--- config.mk ---
export PLATFORM = sky130hd
export DESIGN_NAME = core_top
export DESIGN_NICKNAME = d
export VERILOG_FILES = /design/src/rv_pkg.sv /design/src/core_top.sv /design/src/exec_unit.sv /design/src/reg_file.sv /design/src/inst_decode.sv /design/src/inst_fetch.sv
export SDC_FILE = /design/constraint.sdc
export NUM_CORES = 2
export LEC_CHECK = 0
export BUFFER_PORTS_ARGS = -buffer_cell sky130_fd_sc_hd__buf_2
export CORE_MARGIN = 10
export CORE_UTILIZATION = 50
export CTS_CLUSTER_DIAMETER = 100
export CTS_CLUSTER_SIZE = 40
export DETAILED_ROUTE_END_ITERATION = 8
export PLACE_DENSITY = 0.66
export SKIP_CTS_REPAIR_TIMING = 1
export SLEW_MARGIN = 20
export SYNTH_ARGS = -nofsm -noshare
export SYNTH_HDL_FRONTEND = slang
export SYNTH_SLANG_ARGS = --single-unit
--- constraint.sdc ---
create_clock -name clk -period 6.8 [get_ports clk]
set_input_delay 0.68 -clock clk [delete_from_list [all_inputs] [get_ports clk]]
set_output_delay 0.68 -clock clk [all_outputs]
set_load 0.01 [all_outputs]
--- src/rv_pkg.sv ---
package rv_pkg;

    // ========================================================================
    // rv32 base opcodes
    // ========================================================================

    localparam logic [6:0] OP_IMM    = 7'b0010011;
    localparam logic [6:0] OP_LUI    = 7'b0110111;
    localparam logic [6:0] OP_AUIPC  = 7'b0010111;
    localparam logic [6:0] OP_SYSTEM = 7'b1110011;

    // ========================================================================
    // execute commands
    // ========================================================================

    // CMD_EQU passes src1 straight to the result.
    typedef enum logic [1:0] {
        CMD_NONE = 2'd0,
        CMD_ADD  = 2'd1,
        CMD_EQU  = 2'd2,
        CMD_HALT = 2'd3
    } cmd_e;

    // ========================================================================
    // instruction word layouts
    // ========================================================================

    typedef struct packed {
        logic [11:0] imm12;
        logic [4:0]  rs1;
        logic [2:0]  funct3;
        logic [4:0]  rd;
        logic [6:0]  opcode;
    } i_fmt_t;

    typedef struct packed {
        logic [19:0] imm20;
        logic [4:0]  rd;
        logic [6:0]  opcode;
    } u_fmt_t;

    // same 32 bits seen as either format.
    typedef union packed {
        i_fmt_t i;
        u_fmt_t u;
    } inst_word_u;

endpackage
--- src/core_top.sv ---
`timescale 1ns/1ps

module core_top #(
    parameter logic [31:0] RESET_PC    = 32'h8000_0000,
    parameter int          QUEUE_DEPTH = 2
) (
    input  logic        clk,
    input  logic        rst_n,
    input  logic        in_valid,
    input  logic [31:0] in_inst,
    output logic        in_ready,
    output logic        commit_valid,
    output logic [31:0] commit_pc,
    output logic [4:0]  commit_rd,
    output logic [31:0] commit_data,
    input  logic        commit_ready,
    output logic        halted
);

    import rv_pkg::*;

    // ========================================================================
    // stage links
    // ========================================================================

    logic        f_valid;
    logic [31:0] f_inst;
    logic [31:0] f_pc;
    logic        f_ready;
    logic        halt_req;
    logic [4:0]  rs1_addr;
    logic [31:0] rs1_data;
    logic        x_busy;
    logic [4:0]  x_rd;
    logic        d_valid;
    cmd_e        d_cmd;
    logic [31:0] d_src1;
    logic [31:0] d_src2;
    logic [4:0]  d_rd;
    logic [31:0] d_pc;
    logic        d_ready;
    logic        wr_en;
    logic [4:0]  wr_addr;
    logic [31:0] wr_data;

    inst_fetch #(
        .RESET_PC    (RESET_PC),
        .QUEUE_DEPTH (QUEUE_DEPTH)
    ) fetch0 (
        .clk      (clk),
        .rst_n    (rst_n),
        .in_valid (in_valid),
        .in_inst  (in_inst),
        .in_ready (in_ready),
        .halt_req (halt_req),
        .f_valid  (f_valid),
        .f_inst   (f_inst),
        .f_pc     (f_pc),
        .f_ready  (f_ready)
    );

    inst_decode decode0 (
        .clk      (clk),
        .rst_n    (rst_n),
        .f_valid  (f_valid),
        .f_inst   (f_inst),
        .f_pc     (f_pc),
        .f_ready  (f_ready),
        .rs1_addr (rs1_addr),
        .rs1_data (rs1_data),
        .x_busy   (x_busy),
        .x_rd     (x_rd),
        .halt_req (halt_req),
        .d_valid  (d_valid),
        .d_cmd    (d_cmd),
        .d_src1   (d_src1),
        .d_src2   (d_src2),
        .d_rd     (d_rd),
        .d_pc     (d_pc),
        .d_ready  (d_ready)
    );

    reg_file regs0 (
        .clk      (clk),
        .rst_n    (rst_n),
        .rs1_addr (rs1_addr),
        .rs1_data (rs1_data),
        .wr_en    (wr_en),
        .wr_addr  (wr_addr),
        .wr_data  (wr_data)
    );

    exec_unit exec0 (
        .clk          (clk),
        .rst_n        (rst_n),
        .d_valid      (d_valid),
        .d_cmd        (d_cmd),
        .d_src1       (d_src1),
        .d_src2       (d_src2),
        .d_rd         (d_rd),
        .d_pc         (d_pc),
        .d_ready      (d_ready),
        .x_busy       (x_busy),
        .x_rd         (x_rd),
        .commit_valid (commit_valid),
        .commit_pc    (commit_pc),
        .commit_rd    (commit_rd),
        .commit_data  (commit_data),
        .commit_ready (commit_ready),
        .wr_en        (wr_en),
        .wr_addr      (wr_addr),
        .wr_data      (wr_data),
        .halted       (halted)
    );

endmodule

--- src/exec_unit.sv ---
`timescale 1ns/1ps

module exec_unit (
    input  logic         clk,
    input  logic         rst_n,
    input  logic         d_valid,
    input  rv_pkg::cmd_e d_cmd,
    input  logic [31:0]  d_src1,
    input  logic [31:0]  d_src2,
    input  logic [4:0]   d_rd,
    input  logic [31:0]  d_pc,
    output logic         d_ready,
    output logic         x_busy,
    output logic [4:0]   x_rd,
    output logic         commit_valid,
    output logic [31:0]  commit_pc,
    output logic [4:0]   commit_rd,
    output logic [31:0]  commit_data,
    input  logic         commit_ready,
    output logic         wr_en,
    output logic [4:0]   wr_addr,
    output logic [31:0]  wr_data,
    output logic         halted
);

    import rv_pkg::*;

    logic [31:0] result;
    logic        commit_halt;
    logic        load;
    logic        retire;

    assign d_ready = !commit_valid || commit_ready;
    assign load    = d_valid && d_ready;
    assign retire  = commit_valid && commit_ready;

    always_comb begin
        case (d_cmd)
            CMD_ADD: result = d_src1 + d_src2;
            CMD_EQU: result = d_src1;
            default: result = 32'd0;
        endcase
    end

    // pending destination, seen by the decode hazard check.
    assign x_busy = commit_valid;
    assign x_rd   = commit_rd;

    // write back together with the commit.
    assign wr_en   = retire && (commit_rd != 5'd0);
    assign wr_addr = commit_rd;
    assign wr_data = commit_data;

    always_ff @(posedge clk) begin
        if (!rst_n) begin
            commit_valid <= 1'b0;
            halted       <= 1'b0;
        end else begin
            if (load) begin
                commit_valid <= 1'b1;
            end else if (commit_ready) begin
                commit_valid <= 1'b0;
            end
            if (retire && commit_halt) begin
                halted <= 1'b1;
            end
        end
    end

    always_ff @(posedge clk) begin
        if (load) begin
            commit_pc   <= d_pc;
            commit_rd   <= d_rd;
            commit_data <= result;
            commit_halt <= (d_cmd == CMD_HALT);
        end
    end

endmodule

--- src/reg_file.sv ---
`timescale 1ns/1ps

module reg_file (
    input  logic        clk,
    input  logic        rst_n,
    input  logic [4:0]  rs1_addr,
    output logic [31:0] rs1_data,
    input  logic        wr_en,
    input  logic [4:0]  wr_addr,
    input  logic [31:0] wr_data
);

    // x0 has no storage.
    logic [31:0] regs [1:31];

    always_ff @(posedge clk) begin
        if (!rst_n) begin
            for (int i = 1; i < 32; i++) begin
                regs[i] <= 32'd0;
            end
        end else if (wr_en && (wr_addr != 5'd0)) begin
            regs[wr_addr] <= wr_data;
        end
    end

    assign rs1_data = (rs1_addr == 5'd0) ? 32'd0 : regs[rs1_addr];

endmodule

--- src/inst_decode.sv ---
`timescale 1ns/1ps

module inst_decode (
    input  logic         clk,
    input  logic         rst_n,
    input  logic         f_valid,
    input  logic [31:0]  f_inst,
    input  logic [31:0]  f_pc,
    output logic         f_ready,
    output logic [4:0]   rs1_addr,
    input  logic [31:0]  rs1_data,
    input  logic         x_busy,
    input  logic [4:0]   x_rd,
    output logic         halt_req,
    output logic         d_valid,
    output rv_pkg::cmd_e d_cmd,
    output logic [31:0]  d_src1,
    output logic [31:0]  d_src2,
    output logic [4:0]   d_rd,
    output logic [31:0]  d_pc,
    input  logic         d_ready
);

    import rv_pkg::*;

    inst_word_u  word;
    logic        is_addi;
    logic        is_lui;
    logic        is_auipc;
    logic        is_ebreak;
    logic [31:0] imm_i;
    logic [31:0] imm_u;
    logic        hazard;
    logic        stopped;
    logic        load;
    cmd_e        nxt_cmd;
    logic [31:0] nxt_src1;
    logic [31:0] nxt_src2;
    logic [4:0]  nxt_rd;

    assign word = f_inst;

    // ========================================================================
    // field decode
    // ========================================================================

    // op-imm with a non-zero funct3 falls through to a no-op.
    assign is_addi   = (word.i.opcode == OP_IMM) && (word.i.funct3 == 3'b000);
    assign is_lui    = (word.u.opcode == OP_LUI);
    assign is_auipc  = (word.u.opcode == OP_AUIPC);
    // only the exact ebreak encoding halts.
    assign is_ebreak = (word.i.opcode == OP_SYSTEM) && (word.i.imm12 == 12'h001) &&
                       (word.i.rs1 == 5'd0) && (word.i.funct3 == 3'b000) &&
                       (word.i.rd == 5'd0);

    assign imm_i = {{20{word.i.imm12[11]}}, word.i.imm12};
    assign imm_u = {word.u.imm20, 12'h000};

    assign rs1_addr = is_addi ? word.i.rs1 : 5'd0;

    always_comb begin
        nxt_cmd  = CMD_NONE;
        nxt_src1 = 32'd0;
        nxt_src2 = 32'd0;
        nxt_rd   = 5'd0;
        if (is_addi) begin
            nxt_cmd  = CMD_ADD;
            nxt_src1 = rs1_data;
            nxt_src2 = imm_i;
            nxt_rd   = word.i.rd;
        end else if (is_lui) begin
            nxt_cmd  = CMD_EQU;
            nxt_src1 = imm_u;
            nxt_rd   = word.u.rd;
        end else if (is_auipc) begin
            nxt_cmd  = CMD_ADD;
            nxt_src1 = f_pc;
            nxt_src2 = imm_u;
            nxt_rd   = word.u.rd;
        end else if (is_ebreak) begin
            nxt_cmd = CMD_HALT;
        end
    end

    // ========================================================================
    // hazard stall and handshake
    // ========================================================================

    // rs1 still pending in this stage or in execute.
    assign hazard = is_addi && (word.i.rs1 != 5'd0) &&
                    ((d_valid && (d_rd == word.i.rs1)) ||
                     (x_busy && (x_rd == word.i.rs1)));

    assign f_ready  = !stopped && !hazard && (!d_valid || d_ready);
    assign load     = f_valid && f_ready;
    assign halt_req = d_valid && d_ready && (d_cmd == CMD_HALT);

    always_ff @(posedge clk) begin
        if (!rst_n) begin
            d_valid <= 1'b0;
            stopped <= 1'b0;
        end else begin
            if (load) begin
                d_valid <= 1'b1;
            end else if (d_ready) begin
                d_valid <= 1'b0;
            end
            // nothing behind an ebreak gets in.
            if (load && is_ebreak) begin
                stopped <= 1'b1;
            end
        end
    end

    always_ff @(posedge clk) begin
        if (load) begin
            d_cmd  <= nxt_cmd;
            d_src1 <= nxt_src1;
            d_src2 <= nxt_src2;
            d_rd   <= nxt_rd;
            d_pc   <= f_pc;
        end
    end

endmodule

--- src/inst_fetch.sv ---
`timescale 1ns/1ps

module inst_fetch #(
    parameter logic [31:0] RESET_PC    = 32'h8000_0000,
    parameter int          QUEUE_DEPTH = 2
) (
    input  logic        clk,
    input  logic        rst_n,
    input  logic        in_valid,
    input  logic [31:0] in_inst,
    output logic        in_ready,
    input  logic        halt_req,
    output logic        f_valid,
    output logic [31:0] f_inst,
    output logic [31:0] f_pc,
    input  logic        f_ready
);

    localparam int PTR_W = (QUEUE_DEPTH > 1) ? $clog2(QUEUE_DEPTH) : 1;
    localparam int CNT_W = $clog2(QUEUE_DEPTH + 1);

    logic [31:0]      inst_q [QUEUE_DEPTH];
    logic [31:0]      pc_q   [QUEUE_DEPTH];
    logic [PTR_W-1:0] wr_ptr;
    logic [PTR_W-1:0] rd_ptr;
    logic [CNT_W-1:0] count;
    logic [31:0]      next_pc;
    logic             stopped;
    logic             full;
    logic             push;
    logic             pop;

    function automatic logic [PTR_W-1:0] ptr_inc(input logic [PTR_W-1:0] ptr);
        if (ptr == PTR_W'(QUEUE_DEPTH - 1)) begin
            return '0;
        end
        return ptr + 1'b1;
    endfunction

    assign full     = (count == CNT_W'(QUEUE_DEPTH));
    assign in_ready = !full && !stopped && !halt_req;
    assign push     = in_valid && in_ready;
    assign f_valid  = (count != '0);
    assign pop      = f_valid && f_ready;
    assign f_inst   = inst_q[rd_ptr];
    assign f_pc     = pc_q[rd_ptr];

    // each word is stored with the pc it was given.
    always_ff @(posedge clk) begin
        if (push) begin
            inst_q[wr_ptr] <= in_inst;
            pc_q[wr_ptr]   <= next_pc;
        end
    end

    always_ff @(posedge clk) begin
        if (!rst_n) begin
            wr_ptr  <= '0;
            rd_ptr  <= '0;
            count   <= '0;
            next_pc <= RESET_PC;
            stopped <= 1'b0;
        end else if (halt_req) begin
            // drop everything queued behind the ebreak.
            wr_ptr  <= '0;
            rd_ptr  <= '0;
            count   <= '0;
            stopped <= 1'b1;
        end else begin
            if (push) begin
                wr_ptr  <= ptr_inc(wr_ptr);
                next_pc <= next_pc + 32'd4;
            end
            if (pop) begin
                rd_ptr <= ptr_inc(rd_ptr);
            end
            if (push && !pop) begin
                count <= count + 1'b1;
            end else if (pop && !push) begin
                count <= count - 1'b1;
            end
        end
    end

endmodule

==> qor.log <==
[synth] synthesized area 61,000 µm²
[global_routing] number of antenna violations at the first check in global routing 15
[setup_path] critical path peak fanout 37
[drt] via-per-instance ratio 6.36
[synth] number of storage elements in the synthesis netlist 1,351
[drt] first-iteration detailed-routing DRC count 6,842
[hold_path] hold path cells 1
[power] Pwr per Cell Area 295 nW/µm²
[clock_network] clock slew at the register clock pins of the worst setup and hold paths 160 ps
[setup_path] Crit Path Class flip-flop to flip-flop
[sta] setup_tns 0 ps
[floorplanning] number of ports placed on the die boundary 108
[floorplanning] Die Area 136,000 µm²
[final_layout] area overhead of the layout relative to synthesis 7.34%
[drt] routed length per instance 31.8 µm
[clock_network] clock latency on the worst-skew pair 730 ps
[placed_design] final weighted congestion in routability-driven placement 0.962
[clock_network] H-tree depth 2
[drt] router iterations before antenna repair 6
[global_routing] leftover overflow at the end of global routing 0
[setup_path] element type at the critical path start flip-flop
[global_routing] first-pass GRT wire length 292 mm
[synth] count of different cell masters after synthesis 87
[sta] Hold Violations, Final 0
[drt] Via Count 41,600
[hold_path] startpoint of the lowest-slack hold path in_inst[4]
[floorplanning] standard-cell rows 128
[floorplanning] Placeable Area 121,000 µm²
[setup_path] Arrival @ worst endpoint 5540 ps
[job] max capacitance violation total 0
[final_layout] most frequent standard cell in the layout excluding fill and tap cells edfxtp_1
[sta] Setup violations, final 0
[power] worst vdd rail ir drop 0.310 mV
[placed_design] HPWL after detailed placement 128 mm
[final_layout] share of final-layout standard cells stronger than drive strength 1 0.0989
[synth] register area share after synthesis 0.659
[setup_path] logic depth of the worst register-to-register path 8
[sta] unrepaired setup endpoints after global routing false
[global_routing] number of global-route vias before repair 39,100
[sta] share of the cycle needed by the critical path after routing 0.746
[setup_path] required arrival time at the worst endpoint 7270 ps
[setup_path] r2r setup slk 1730 ps
[synth] post-synthesis cell count 4,941
[sta] highest achievable clock rate 197 MHz
[sta] minimum clock period 5070 ps
[sta] total count of max-transition violations in the final report 0
[sta] Worst-Margin Slew 1200 ps
[synth] number of enable-type register cells in the synthesized netlist 1,311
[sta] relative slew slack 0.200
[synth] mean cell area of the mapped netlist 12.3 µm²
[drt] post-route antenna net violation count 0
[hold_path] Endpoint, Worst Hold fetch0.inst_q[0][4]$_DFFE_PP_
[hold_path] Min-Delay Path Class primary input to flip-flop
[final_layout] core utilization of the finished layout 0.539
[clock_network] TritonCTS clock tree yes
[clock_network] Inserted Clock Buffers 44
[status] run status finished, final reports clean
[clock_network] cell at the root of the clock tree clkbuf_16
[placed_design] input/output buffers 105
[drt] routed wire length 208 mm
[synth] most common flop cell mapped by yosys edfxtp_1
[synth] share of synthesized flip-flops with an asynchronous set or reset 0
[sta] worst clock skew 60.0 ps
[global_routing] pin count of the biggest net entering global routing 92
[final_layout] most frequent cells in the layout edfxtp_1, and2_1, nand2_1
[power] leakage power summed over all cells 23.0 nW
[global_routing] global routing usage summed across all routing layers 0.295
[setup_path] Crit Reg-Reg Endpoint decode0.d_src1[8]$_DFFE_PP_
[synth] total of warnings raised by yosys 0
[floorplanning] Starting Density 0.502
[floorplanning] horizontal extent of the die 369 µm
[drt] residual DRC count 0
[clock_network] clk buf depth 3
[clock_network] CTS Sinks 1,351
[floorplanning] DIE HEIGHT 369 µm
[setup_path] endpoint class of the critical path flip-flop
[final_layout] net total in the final layout 4,946
==> routing by layer <==
metal | share of wire | up-vias | track usage
met4 | 0.067 | 8 | 0.163
met1 | 0.36 | 20600 | 0.383
met5 | 0.00026 | - | 0
met3 | 0.13 | 509 | 0.0847
li1 | - | 17600 | -
met2 | 0.44 | 2849 | 0.446
==> critical path, stage by stage (launching register included) <==
cell      delay [ps]
dfxtp_4          810
and4b_1          400
o22a_1           540
nand4_1          930
a221oi_1         610
a311oi_1         110
and3_1           240
a311oi_1         910
o31ai_1          200
==> logic make-up (layout without fill, tap and decap cells) <==
kind of cell	after synthesis	after routing	share of synthesized area
and+or+nand+nor	2205	2205	0.190
DFF	1351	1351	0.659
AOI/OAI and AO/OA	701	701	0.0783
buffers and inverters	427	362	0.0289
muxes	160	160	0.0278
xor gates and xnor gates	59	59	0.00848
adders and majority gates	37	37	0.00772
other	1	32	0.0000615
==> final cells by class <==
type,count,area (µm²)
Multi-Input combinational cell,3190,19900
Antenna cell,4,10.0
Fill cell,10200,55900
Clock inverter,22,274
Inverter,25,93.8
Timing Repair Buffer,261,1810
Tap cell,1625,2030
Sequential cell,1351,40200
Clock buffer,54,1180
==> worst max path at each step <==
stage | end | cells past startpoint
floorplan | fetch0.count[1]$_SDFFE_PP0P_ | 14
global placement | decode0.d_src1[14]$_DFFE_PP_ | 9
detailed placement | decode0.d_src1[6]$_DFFE_PP_ | 8
CTS | decode0.d_src1[6]$_DFFE_PP_ | 8
global route | decode0.d_src1[29]$_DFFE_PP_ | 8
finish | decode0.d_src1[8]$_DFFE_PP_ | 8
==> registers in the layout, indices dropped and copies added, names as in the netlist, 30 cells and up, named ones only <==
signal             count
regs0.regs          1018
fetch0.inst_q         64
fetch0.pc_q           60
decode0.d_src1        32
decode0.d_src2        32
exec0.commit_data     32
decode0.d_pc          30
exec0.commit_pc       30
fetch0.next_pc        30
==> report_power, final <==
part / switching (W) / internal [W] / total, W
Sequential: 0.000477 / 0.0100 / 0.0105
Clock: 0.00265 / 0.00134 / 0.00399
Combinational: 0.00356 / 0.00122 / 0.00478
Total: 0.00669 / 0.0126 / 0.0193
==> synth_stat cells (38+ instances only) <==
cell	instances	area, µm²
a21oi_1	125	626
a221oi_1	38	333
a31oi_1	92	576
and2_1	1021	6390
buf_2	65	325
clkbuf_1	289	1080
dfxtp_1	40	801
edfxtp_1	1311	39400
mux2_2	39	439
mux2i_1	114	1140
nand2_1	694	2610
nand3_1	163	816
nor2_1	168	631
o21ai_0	126	631
o22ai_1	51	319
xnor2_1	47	412
==> metrics by stage <==
step	hold slack [ps]	setup WS, ps	instances	cell area, µm²	power (W)
finish	132	1730	6532	65500	0.0193
global route	121	1680	6528	65400	0.0198
CTS	110	1820	6528	65400	0.0192
detailed placement	405	1820	6452	64000	0.0154
global placement	400	1640	6452	63900	0.0153
floorplan	400	694	4968	61100	0.0131
No activity file was read; power rests on OpenSTA's default activity.
